## src/hdl/sd_cmd_pkg.sv

```systemverilog
////////////////////////////////////////////////////////////////////////////
// Shared definitions of the SD command path
// Register map, CMD frame constants, launched command and result structs
////////////////////////////////////////////////////////////////////////////

package sd_cmd_pkg;

   ////////////////////////////////////////////////////////////////////////
   // Register map of the processor port
   ////////////////////////////////////////////////////////////////////////

   // Argument halves, loaded before the command word
   localparam logic [11:0] addr_arg_lo   = 12'h008;
   localparam logic [11:0] addr_arg_hi   = 12'h00A;
   // Writing the command word starts a transaction
   localparam logic [11:0] addr_cmd      = 12'h00E;
   // Result side, read only
   localparam logic [11:0] addr_resp_lo  = 12'h010;
   localparam logic [11:0] addr_resp_hi  = 12'h012;
   localparam logic [11:0] addr_status   = 12'h014;

   // Response type field of the command word, bits 9 to 8
   localparam logic [1:0]  resp_r48      = 2'd1;

   ////////////////////////////////////////////////////////////////////////
   // CMD line framing
   ////////////////////////////////////////////////////////////////////////

   localparam int frame_bits  = 48;
   // Start, transmission bit, index and argument are covered by the CRC
   localparam int head_bits   = 40;
   localparam int crc_bits    = 7;
   // Cycles the host listens for the response start bit
   localparam int ncr_max     = 64;
   localparam int frame_cnt_w = $clog2(frame_bits);
   localparam int ncr_cnt_w   = $clog2(ncr_max);

   // x^7 + x^3 + 1, top term implicit
   localparam logic [crc_bits-1:0] crc7_poly = 7'h09;

   // One launched command
   typedef struct packed {
      logic [5:0]  index;
      logic [31:0] argument;
      logic        resp_expected;
   } sd_cmd_t;

   // One finished command
   typedef struct packed {
      logic [5:0]  index;
      logic [31:0] payload;
      logic        crc_err;
      logic        end_err;
      logic        timeout;
   } sd_resp_t;

endpackage

```

## src/hdl/sd_cmd_crc7.sv

```systemverilog
////////////////////////////////////////////////////////////////////////////
// Serial CRC7 of the SD CMD line, one bit per enabled cycle
////////////////////////////////////////////////////////////////////////////

`timescale 1ns/1ns

module sd_cmd_crc7 (
   input  logic                          clk,
   input  logic                          rst_n,
   input  logic                          clear,
   input  logic                          shift_en,
   input  logic                          bit_in,
   output logic [sd_cmd_pkg::crc_bits-1:0] crc
);

   import sd_cmd_pkg::*;

   logic feedback;

   // Incoming bit against the top of the register
   assign feedback = bit_in ^ crc[crc_bits-1];

   // Feeding the top bit back in shifts the register out unchanged
   always_ff @(posedge clk or negedge rst_n) begin
      if (!rst_n) begin
         crc <= '0;
      end else if (clear) begin
         crc <= '0;
      end else if (shift_en) begin
         crc <= {crc[crc_bits-2:0], 1'b0} ^ (feedback ? crc7_poly : '0);
      end
   end

endmodule

```

## src/hdl/sd_cmd_host.sv

```systemverilog
////////////////////////////////////////////////////////////////////////////
// SD host command path, top level
// Register file, CMD transmitter and CMD receiver
////////////////////////////////////////////////////////////////////////////

`timescale 1ns/1ns

module sd_cmd_host (
   input  logic        clk,
   input  logic        rst_n,
   // Processor register port
   input  logic [11:0] reg_address,
   input  logic [31:0] reg_wr_data,
   input  logic        reg_wr_en,
   output logic [31:0] reg_rd_data,
   // CMD line, the pad tristate sits outside
   input  logic        cmd_in,
   output logic        cmd_out,
   output logic        cmd_oe,
   // One cycle per finished command
   output logic        cmd_done
);

   import sd_cmd_pkg::*;

   logic     launch;
   sd_cmd_t  cmd;
   logic     tx_done;
   logic     resp_expected;
   logic     result_valid;
   sd_resp_t result;

   sd_cmd_regs u_regs (
      .clk          (clk),
      .rst_n        (rst_n),
      .reg_address  (reg_address),
      .reg_wr_data  (reg_wr_data),
      .reg_wr_en    (reg_wr_en),
      .reg_rd_data  (reg_rd_data),
      .launch       (launch),
      .cmd          (cmd),
      .result_valid (result_valid),
      .result       (result),
      .cmd_done     (cmd_done)
   );

   sd_cmd_tx u_tx (
      .clk           (clk),
      .rst_n         (rst_n),
      .launch        (launch),
      .cmd           (cmd),
      .cmd_out       (cmd_out),
      .cmd_oe        (cmd_oe),
      .tx_done       (tx_done),
      .resp_expected (resp_expected)
   );

   sd_cmd_rx u_rx (
      .clk           (clk),
      .rst_n         (rst_n),
      .tx_done       (tx_done),
      .resp_expected (resp_expected),
      .cmd_in        (cmd_in),
      .result_valid  (result_valid),
      .result        (result)
   );

endmodule

```

## src/hdl/sd_cmd_regs.sv

```systemverilog
////////////////////////////////////////////////////////////////////////////
// Register file of the SD command path
// Argument and command registers, command launch, busy flag,
// result storage, read multiplexer and completion pulse
////////////////////////////////////////////////////////////////////////////

`timescale 1ns/1ns

module sd_cmd_regs (
   input  logic                 clk,
   input  logic                 rst_n,
   input  logic [11:0]          reg_address,
   input  logic [31:0]          reg_wr_data,
   input  logic                 reg_wr_en,
   output logic [31:0]          reg_rd_data,
   output logic                 launch,
   output sd_cmd_pkg::sd_cmd_t  cmd,
   input  logic                 result_valid,
   input  sd_cmd_pkg::sd_resp_t result,
   output logic                 cmd_done
);

   import sd_cmd_pkg::*;

   logic [15:0] arg_lo;
   logic [15:0] arg_hi;
   logic [5:0]  cmd_index;
   logic [1:0]  cmd_resp_type;
   logic [31:0] resp_payload;
   logic [5:0]  resp_index;
   logic        busy;
   logic        crc_err;
   logic        end_err;
   logic        timeout;
   logic        cmd_wr;
   logic        cmd_accept;

   // Command write, only taken while idle
   assign cmd_wr     = reg_wr_en && (reg_address == addr_cmd);
   assign cmd_accept = cmd_wr && !busy;

   ////////////////////////////////////////////////////////////////////////
   // Data registers
   ////////////////////////////////////////////////////////////////////////

   always_ff @(posedge clk) begin
      if (reg_wr_en && (reg_address == addr_arg_lo)) begin
         arg_lo <= reg_wr_data[15:0];
      end
      if (reg_wr_en && (reg_address == addr_arg_hi)) begin
         arg_hi <= reg_wr_data[15:0];
      end
      // Index in bits 5:0, response type in bits 9:8
      if (cmd_accept) begin
         cmd_index     <= reg_wr_data[5:0];
         cmd_resp_type <= reg_wr_data[9:8];
      end
      if (result_valid) begin
         resp_payload <= result.payload;
         resp_index   <= result.index;
      end
   end

   ////////////////////////////////////////////////////////////////////////
   // Launch, busy and status flags
   ////////////////////////////////////////////////////////////////////////

   always_ff @(posedge clk or negedge rst_n) begin
      if (!rst_n) begin
         launch   <= 1'b0;
         busy     <= 1'b0;
         cmd_done <= 1'b0;
         crc_err  <= 1'b0;
         end_err  <= 1'b0;
         timeout  <= 1'b0;
      end else begin
         // Launch strobe one cycle after the accepted write
         launch   <= cmd_accept;
         cmd_done <= result_valid;
         if (cmd_accept) begin
            busy    <= 1'b1;
            // Flags of the previous command go away on a new launch
            crc_err <= 1'b0;
            end_err <= 1'b0;
            timeout <= 1'b0;
         end else if (result_valid) begin
            busy    <= 1'b0;
            crc_err <= result.crc_err;
            end_err <= result.end_err;
            timeout <= result.timeout;
         end
      end
   end

   // Command as seen by the transmitter
   always_comb begin
      cmd.index         = cmd_index;
      cmd.argument      = {arg_hi, arg_lo};
      cmd.resp_expected = (cmd_resp_type == resp_r48);
   end

   // Read decode, unmapped addresses read zero
   always_comb begin
      case (reg_address)
         addr_arg_lo:  reg_rd_data = {16'h0, arg_lo};
         addr_arg_hi:  reg_rd_data = {16'h0, arg_hi};
         addr_cmd:     reg_rd_data = {22'h0, cmd_resp_type, 2'b00, cmd_index};
         addr_resp_lo: reg_rd_data = {16'h0, resp_payload[15:0]};
         addr_resp_hi: reg_rd_data = {16'h0, resp_payload[31:16]};
         // Echoed index in 13:8, flags in 3:0
         addr_status:  reg_rd_data = {18'h0, resp_index, 4'h0,
                                      timeout, end_err, crc_err, busy};
         default:      reg_rd_data = 32'h0;
      endcase
   end

endmodule

```

## src/hdl/sd_cmd_rx.sv

```systemverilog
////////////////////////////////////////////////////////////////////////////
// CMD receiver of the SD host
// Start bit wait with timeout, response shift, CRC7 and end bit checks,
// result strobe
////////////////////////////////////////////////////////////////////////////

`timescale 1ns/1ns

module sd_cmd_rx (
   input  logic                 clk,
   input  logic                 rst_n,
   input  logic                 tx_done,
   input  logic                 resp_expected,
   input  logic                 cmd_in,
   output logic                 result_valid,
   output sd_cmd_pkg::sd_resp_t result
);

   import sd_cmd_pkg::*;

   typedef enum logic [1:0] {
      st_idle,
      st_wait,
      st_shift
   } rx_state_t;

   rx_state_t              state;
   logic [ncr_cnt_w-1:0]   wait_cnt;
   logic [frame_cnt_w-1:0] bit_cnt;
   logic [frame_bits-2:0]  shreg;
   logic [frame_bits-1:0]  frame;
   logic [crc_bits-1:0]    crc;
   logic                   crc_shift;
   logic                   start_seen;
   logic                   no_answer;
   logic                   last_bit;
   logic                   no_resp;

   assign no_resp    = (state == st_idle) && tx_done && !resp_expected;
   assign start_seen = (state == st_wait) && !cmd_in;
   assign no_answer  = (state == st_wait) && cmd_in &&
                       (wait_cnt == ncr_cnt_w'(ncr_max - 1));
   assign last_bit   = (state == st_shift) &&
                       (bit_cnt == frame_cnt_w'(frame_bits - 1));

   // Full response, valid while the end bit is on the line
   assign frame = {shreg, cmd_in};

   // Start bit counts as frame bit 0 of the CRC span
   assign crc_shift = start_seen ||
                      ((state == st_shift) && (bit_cnt < frame_cnt_w'(head_bits)));

   ////////////////////////////////////////////////////////////////////////
   // Receive FSM
   ////////////////////////////////////////////////////////////////////////

   always_ff @(posedge clk or negedge rst_n) begin
      if (!rst_n) begin
         state        <= st_idle;
         wait_cnt     <= '0;
         bit_cnt      <= '0;
         result_valid <= 1'b0;
      end else begin
         result_valid <= 1'b0;
         case (state)
            st_idle: begin
               if (tx_done && resp_expected) begin
                  state    <= st_wait;
                  wait_cnt <= '0;
               end else if (no_resp) begin
                  result_valid <= 1'b1;
               end
            end
            st_wait: begin
               if (start_seen) begin
                  state   <= st_shift;
                  bit_cnt <= frame_cnt_w'(1);
               end else if (no_answer) begin
                  state        <= st_idle;
                  result_valid <= 1'b1;
               end else begin
                  wait_cnt <= wait_cnt + 1'b1;
               end
            end
            st_shift: begin
               if (last_bit) begin
                  state        <= st_idle;
                  result_valid <= 1'b1;
               end else begin
                  bit_cnt <= bit_cnt + 1'b1;
               end
            end
            default: state <= st_idle;
         endcase
      end
   end

   // Shifting while waiting is harmless, idle ones fall off the top
   always_ff @(posedge clk) begin
      if (state != st_idle) begin
         shreg <= {shreg[frame_bits-3:0], cmd_in};
      end
      if (no_resp || no_answer) begin
         result         <= '0;
         result.timeout <= no_answer;
      end else if (last_bit) begin
         // 47 start, 46 transmission, 45:40 index, 39:8 payload, 7:1 CRC, 0 end
         result.index   <= frame[45:40];
         result.payload <= frame[39:8];
         result.crc_err <= (frame[7:1] != crc);
         result.end_err <= !frame[0];
         result.timeout <= 1'b0;
      end
   end

   sd_cmd_crc7 u_crc7 (
      .clk      (clk),
      .rst_n    (rst_n),
      .clear    (tx_done),
      .shift_en (crc_shift),
      .bit_in   (cmd_in),
      .crc      (crc)
   );

endmodule

```

## src/hdl/sd_cmd_tx.sv

```systemverilog
////////////////////////////////////////////////////////////////////////////
// CMD transmitter of the SD host
// Frame head shift register, bit counter and CRC7 tail
////////////////////////////////////////////////////////////////////////////

`timescale 1ns/1ns

module sd_cmd_tx (
   input  logic                clk,
   input  logic                rst_n,
   input  logic                launch,
   input  sd_cmd_pkg::sd_cmd_t cmd,
   output logic                cmd_out,
   output logic                cmd_oe,
   output logic                tx_done,
   output logic                resp_expected
);

   import sd_cmd_pkg::*;

   logic [head_bits-1:0]   head;
   logic [frame_cnt_w-1:0] bit_cnt;
   logic [crc_bits-1:0]    crc;
   logic                   crc_shift;
   logic                   last_bit;

   assign last_bit = cmd_oe && (bit_cnt == frame_cnt_w'(frame_bits - 1));

   ////////////////////////////////////////////////////////////////////////
   // Frame sequencing
   ////////////////////////////////////////////////////////////////////////

   always_ff @(posedge clk or negedge rst_n) begin
      if (!rst_n) begin
         cmd_oe        <= 1'b0;
         tx_done       <= 1'b0;
         bit_cnt       <= '0;
         resp_expected <= 1'b0;
      end else begin
         tx_done <= 1'b0;
         if (launch) begin
            // Drive the line from the next cycle on
            cmd_oe        <= 1'b1;
            bit_cnt       <= '0;
            resp_expected <= cmd.resp_expected;
         end else if (last_bit) begin
            cmd_oe  <= 1'b0;
            tx_done <= 1'b1;
         end else if (cmd_oe) begin
            bit_cnt <= bit_cnt + 1'b1;
         end
      end
   end

   // Start 0, transmission 1, index, argument; MSB leaves first
   always_ff @(posedge clk) begin
      if (launch) begin
         head <= {1'b0, 1'b1, cmd.index, cmd.argument};
      end else if (cmd_oe) begin
         head <= {head[head_bits-2:0], 1'b0};
      end
   end

   ////////////////////////////////////////////////////////////////////////
   // Line driver
   ////////////////////////////////////////////////////////////////////////

   // Head bits, then CRC from its register, then the end bit
   always_comb begin
      if (!cmd_oe) begin
         cmd_out = 1'b1;
      end else if (bit_cnt < frame_cnt_w'(head_bits)) begin
         cmd_out = head[head_bits-1];
      end else if (!last_bit) begin
         cmd_out = crc[crc_bits-1];
      end else begin
         cmd_out = 1'b1;
      end
   end

   // CRC takes every bit but the end bit
   // During the tail it is fed its own top bit and just shifts
   assign crc_shift = cmd_oe && !last_bit;

   sd_cmd_crc7 u_crc7 (
      .clk      (clk),
      .rst_n    (rst_n),
      .clear    (launch),
      .shift_en (crc_shift),
      .bit_in   (cmd_out),
      .crc      (crc)
   );

endmodule

```

## config.mk

```make
export PLATFORM = sky130hd
export DESIGN_NAME = sd_cmd_host
export DESIGN_NICKNAME = d
export VERILOG_FILES = /design/src/hdl/sd_cmd_pkg.sv /design/src/hdl/sd_cmd_crc7.sv /design/src/hdl/sd_cmd_host.sv /design/src/hdl/sd_cmd_regs.sv /design/src/hdl/sd_cmd_rx.sv /design/src/hdl/sd_cmd_tx.sv
export SDC_FILE = /design/constraint.sdc
export NUM_CORES = 1
export LEC_CHECK = 0
export BUFFER_PORTS_ARGS = -buffer_cell sky130_fd_sc_hd__buf_2
export CORE_AREA = 2 2 133 135
export CTS_BUF_LIST = sky130_fd_sc_hd__clkbuf_2 sky130_fd_sc_hd__clkbuf_4 sky130_fd_sc_hd__clkbuf_8
export DETAILED_ROUTE_END_ITERATION = 8
export DIE_AREA = 0 0 135 137
export PLACE_DENSITY = 0.78
export SKIP_CTS_REPAIR_TIMING = 1
export SLEW_MARGIN = 30
export SYNTH_ARGS = -nofsm -noshare
export SYNTH_HDL_FRONTEND = slang
export SYNTH_HIERARCHICAL = 1
export SYNTH_SLANG_ARGS = --single-unit
```

## constraint.sdc

```tcl
create_clock -name clk -period 4.5 [get_ports clk]
set_input_delay 0 -clock clk [delete_from_list [all_inputs] [get_ports clk]]
set_output_delay 0 -clock clk [all_outputs]
set_load 0.02 [all_outputs]
```

After elaboration in Yosys (flattened, before gate mapping)

Cells that the tools add are included.

Register bits after elaboration: 248
Bits in latches: 0
Memory bits (writable): 0
ROM bits: 0
Input bits: 48
Output and inout port bits: 35
Logic and storage cells: 141
Memories: 0

Add/subtract/negate cells: 3
Multipliers: 0
Div/mod/pow operators: 0
$lt $le $gt $ge: 2
Equality and inequality tests: 21
Shift-type cells: 0
Muxes and demuxes: 47
Bitwise logic cells: 4
Reduce and logical (&&, ||, !) cells: 34

Operators by type and width:

| operator              | count |
|---|---|
| $pmux W16 S6          | 1 |
| $mux W38              | 2 |
| $mux W6               | 8 |
| $eq A12 B4 Y1 const B | 3 |
| $eq A12 B5 Y1 const B | 3 |
| $mux W7               | 4 |
| $pmux W6 S2           | 2 |
| $mux W1               | 22 |
| $add A6 B1 Y6 const B | 3 |
| $eq A6 B6 Y1 const B  | 3 |
| $reduce_bool A2 Y1    | 9 |
| $logic_and A1 B1 Y1   | 14 |
| $xor A7 B4 Y7         | 2 |
| $lt A6 B6 Y1 const B  | 2 |
| $ne A2 B2 Y1 const B  | 5 |
| $mux W2               | 4 |
| $mux W4               | 2 |
| $ne A7 B7 Y1          | 1 |
| $pmux W2 S3           | 1 |
| $reduce_and A3 Y1     | 2 |
| $eq A2 B1 Y1 const B  | 2 |
| $logic_not A1 Y1      | 4 |
| $ne A2 B1 Y1 const B  | 2 |
| $reduce_and A4 Y1     | 1 |
| other kinds (7)       | 9 |

Logic depth before layout (Yosys ltp)

Depth in word-level cells: 10
Mapped depth: 9
Gate-level depth less buffers: 7

Hierarchy

The synthesis kept the hierarchy.

Modules (own cells, without submodules):

| module      | instances | cells an instance | area an instance (um2) | seq. area each (um2) |
|---|---|---|---|---|
| sd_cmd_rx   | 1         | 315               | 3657.3                 | 2557.5 |
| sd_cmd_regs | 1         | 220               | 3507.1                 | 2492.4 |
| sd_cmd_tx   | 1         | 139               | 2164.6                 | 1406.3 |
| sd_cmd_crc7 | 2         | 28                | 307.8                  | 175.2 |

Worst setup path before layout

No wires, ideal clock.

Path kind: reg-to-reg
From: reg u_regs.launch
To: reg u_tx.head[0], enable pin
Library setup time: 0.393 ns
Data arrival time: 1.491 ns
Data required time: 4.107 ns
Path slack: 2.616 ns
Stages on the path, launching flop included: 5
Path buffers: 2
Clock period less this slack: 1.884 ns
Cell sequence: dfrtp_1 > buf_2 > buf_2 > nor2_1 > inv_1

Word-level cells in the longest chain between the ends: 1

Ends and longest elaborated chain:

| element                      | RTL line          | source |
|---|---|---|
| start: declaration           | sd_cmd_regs.sv:16 | `output logic launch,` |
| start signal: assignment     | sd_cmd_regs.sv:78 | `launch <= cmd_accept;` |
| $reduce_bool A2 Y1 (no line) | -                 |  |
| end signal: assignment       | sd_cmd_tx.sv:58   | `head <= {1'b0, 1'b1, cmd.index, cmd.argument};` |
| end signal: assignment       | sd_cmd_tx.sv:60   | `head <= {head[head_bits-2:0], 1'b0};` |
| end: declaration             | sd_cmd_tx.sv:21   | `logic [head_bits-1:0] head;` |

No other way between the ends.
A chain may end at the register's enable or synchronous reset.

Final worst setup path

From: reg u_tx.bit_cnt[0]
To: out cmd_out

Word-level cells in the longest chain between the ends: 5
Elaborated cells on any way between the ends: 6
Classes of those cells: order compare (1); eq/ne (1); mux (3); reduce/logical (1)

Ends and longest elaborated chain:

| element                                              | RTL line          | source |
|---|---|---|
| start: declaration                                   | sd_cmd_tx.sv:22   | `logic [frame_cnt_w-1:0] bit_cnt;` |
| start signal: assignment                             | sd_cmd_tx.sv:50   | `bit_cnt <= bit_cnt + 1'b1;` |
| branches (longest 3 deep; another with $lt A6 B6 Y1) | -                 |  |
| $mux W1 *                                            | sd_cmd_tx.sv:72   | `end else if (bit_cnt < frame_cnt_w'(head_bits)) begin` |
| $mux W1 *                                            | sd_cmd_tx.sv:70   | `if (!cmd_oe) begin` |
| end: declaration                                     | sd_cmd_host.sv:18 | `output logic cmd_out,` |

Every way passes the cells marked *.

==> reports/metrics.csv <==
metric,value,unit
Via density,5.71,
Ports,83,
Crit path arrival time,2.11,ns
status,completed,
Std-Cell Rows,48,
pin count of the biggest net entering global routing,60,
worst-margin pin slew,0.878,ns
Initial DRC Count,593,
"Slew Viols, Final",0,
post-detailed-route count of antenna-violating nets,0,
P_sw,0.915,mW
fill cell count,1198,
part of the power in combinational logic,0.027,
total track usage,0.210,
layout cells sized above 1,0.225,
Post-DP Area,10300,µm²
H-tree Lvls,2,
synthesized area,9940,µm²
initial antenna violation count,0,
CTS Buf Count,40,
Final #Nets,864,
global-route wire length before repair,30.0,mm
vias in the first global route,5870,
Core ar.,17100,µm²
Routed Wire Length,19.5,mm
sw frac,0.202,
FF-to-FF setup slack,2.42,ns
critical path cell sequence,ha_1 > and3_1 > a21oi_1 > o211ai_1 > buf_2,
ys async rst share,0.177,
crit path capture type,output pin,
Die Ht,137,µm
DP Worst Slack,2.05,ns
antenna diode count,0,
Unique masters post-synth,68,
#FFs+latches synth,248,
post-synthesis sequential area ratio,0.684,
Final Hold Fails,0,
fin crit period,2.11,ns
RSZ-0062 raised after global routing,false,
Fin Setup TNS,0,ns
CP Max Fanout,7,
Hold Path Class,in2async,
area of the multi-input gates,2880,µm²
RePlAce Congestion,0.844,
via count,6105,
Synth-to-Final Area Change,14.0,%
"commonest cells after routing, fill and taps aside","edfxtp_1 (162), nand2_1 (103), a21oi_1 (57), buf_2 (49), clkbuf_8 (46)",
CTS sink count,248,
P_int,3.60,mW
setup slack after layout,2.39,ns
final period utilization,0.469,
die width,135,µm
Startpoint Class,flip-flop,
predominant post-synthesis flop cell,edfxtp_1,
synthesized area per cell,13.6,µm²
clock power share,0.435,
clock transition at the registers of the reported paths,0.06,ns
Critical Path Start,u_tx/bit_cnt[0]$_DFFE_PN0P_,
Post-DP HPWL,12.4,mm
grt ovf,0,
Synth Instances,730,
TritonRoute pass-1 iters,7,
capturing point of the worst reg2reg path,u_regs/cmd_index[3]$_DFFE_PP_,
TritonCTS clock tree,built,
total power,4.52,mW
clk_skew,0.0214,ns
residual DRC count,0,
Ys Warns,6,
Final Setup Violations,0,
register area,6810,µm²
Worst VDD drop,0.000226,V
leakage,4.25,nW
r2r startpoint,u_regs/busy$_DFFE_PN0P_,
most common library cell in the layout ignoring fill and taps,edfxtp_1,
port buffer count,50,
Starting Density,0.583,
die area,18500,µm²
critical path's slowest cell,dfrtp_1,
Post-synth EDFFs,162,
worst path required time,4.50,ns
Max-slew headroom,0.415,
fin area,11300,µm²
Setup crit end,cmd_out,
critical path class,reg2out,
Flop pwr share,0.539,
drt wl/cell,18.2,µm
worst skew pair latency,0.54,ns
Max-cap violations,0,
Max Root-Sink Buffers,3,
Power Dens Cells,399,nW/µm²
Clock Tree Root,clkbuf_8,
Worst Reg-to-Reg Cells,3,
Achievable Freq,474,MHz
Worst Hold Margin,0.00281,ns
"slowest stage delay, CP",0.41,ns
[cell type report]
class                      instances  area share
clock buffer                      63      0.0671
clock inverter                    10     0.00651
inverter                           8     0.00265
multi-input combinational        439       0.254
sequential                       248       0.601
tap                              225      0.0248
timing repair buffer              76      0.0439
[synthesized netlist by cell type, types with 5 or more instances]
library cell / n / area share
o211ai_1: 9 / 0.0068
dfrtp_1: 44 / 0.11
clkbuf_1: 7 / 0.0026
nor2_1: 33 / 0.012
buf_2: 21 / 0.011
o22ai_1: 9 / 0.0057
edfxtp_1: 162 / 0.49
a21oi_1: 57 / 0.029
nand3_1: 10 / 0.0050
buf_4: 20 / 0.015
nand2b_1: 5 / 0.0031
o21ai_0: 7 / 0.0035
inv_1: 8 / 0.0030
xnor2_1: 6 / 0.0053
nand2_1: 103 / 0.039
mux2_2: 45 / 0.051
and3_1: 7 / 0.0044
or4_1: 5 / 0.0038
a22oi_1: 9 / 0.0068
dfxtp_1: 42 / 0.085
mux2i_1: 33 / 0.033
a22o_1: 5 / 0.0044
nor2b_1: 8 / 0.0050
[cells by family (layout without fill, tap and decap cells)]
logic type                 Yosys count  in the layout  synth area share
buffers and inverters               58            157            0.0330
and+or+nand+nor                    206            206             0.104
other                                1             16          0.000377
DFF                                248            248             0.684
AOI/OAI and AO/OA                  126            126            0.0813
adders and majority gates            3              3           0.00377
muxes                               79             79            0.0853
xor gates and xnor gates             9              9           0.00793
[layer usage]
metal  part of all wire  track usage  vias up
met4              0.033        0.103        0
met3              0.059       0.0407       45
met5                  0            0        -
met2               0.48        0.330      213
li1                   -            -     2822
met1               0.43        0.282     3025
[worst min-delay path by stage]
stage,slack [ns],end,startpoint
global route,0.04,u_regs/launch$_DFF_PN0_,reg_address[10]
CTS,-0.36,u_rx/u_crc7/crc[0]$_DFFE_PN0P_,rst_n
finish,0.003,u_rx/u_crc7/crc[3]$_DFFE_PN0P_,rst_n
global placement,0.19,u_rx/u_crc7/crc[2]$_DFFE_PN0P_,rst_n
detailed placement,0.19,u_regs/arg_hi[11]$_DFFE_PP_,reg_wr_data[11]
floorplan,-0.30,u_regs/busy$_DFFE_PN0P_,rst_n
[state kept, by name (all words and copies together) (netlist names), 2 cells and up]
signal,cells
u_rx/u_crc7/crc,7
u_regs/arg_lo,16
u_regs/cmd_index,6
u_regs/resp_index,6
u_rx/shreg,45
u_regs/arg_hi,16
u_regs/resp_payload,32
u_regs/cmd_resp_type,2
u_rx/state,2
u_tx/bit_cnt,6
u_tx/head,40
u_tx/u_crc7/crc,7
u_rx/bit_cnt,6
u_rx/wait_cnt,6
u_rx/result,41
[metrics by stage]
stage | instances | utilization
finish | 1069 | 0.664
global route | 1069 | 0.664
CTS | 1049 | 0.652
detailed placement | 976 | 0.604
global placement | 976 | 0.603
floorplan | 745 | -
[power by group through the flow]
stage | sequential [mW] | combinational (mW) | clock [mW]
after global placement | 2.48 | 0.102 | 0
after floorplan | 2.48 | 0.0754 | 0
after detailed placement | 2.48 | 0.106 | 0
after CTS | 2.43 | 0.106 | 2.01
final | 2.43 | 0.121 | 1.96
after global routing | 2.43 | 0.132 | 2.11
[critical path: cells and delay by family (launching register included)]
| family | cells | cell delay [ns] |
|---|---|---|
| DFF | 1 | 0.41 |
| AOI/OAI and AO/OA | 2 | 0.40 |
| and+or+nand+nor | 1 | 0.32 |
| adders and majority gates | 1 | 0.23 |
| buffers and inverters | 1 | 0.22 |
(Power assumes the default switching activity.)
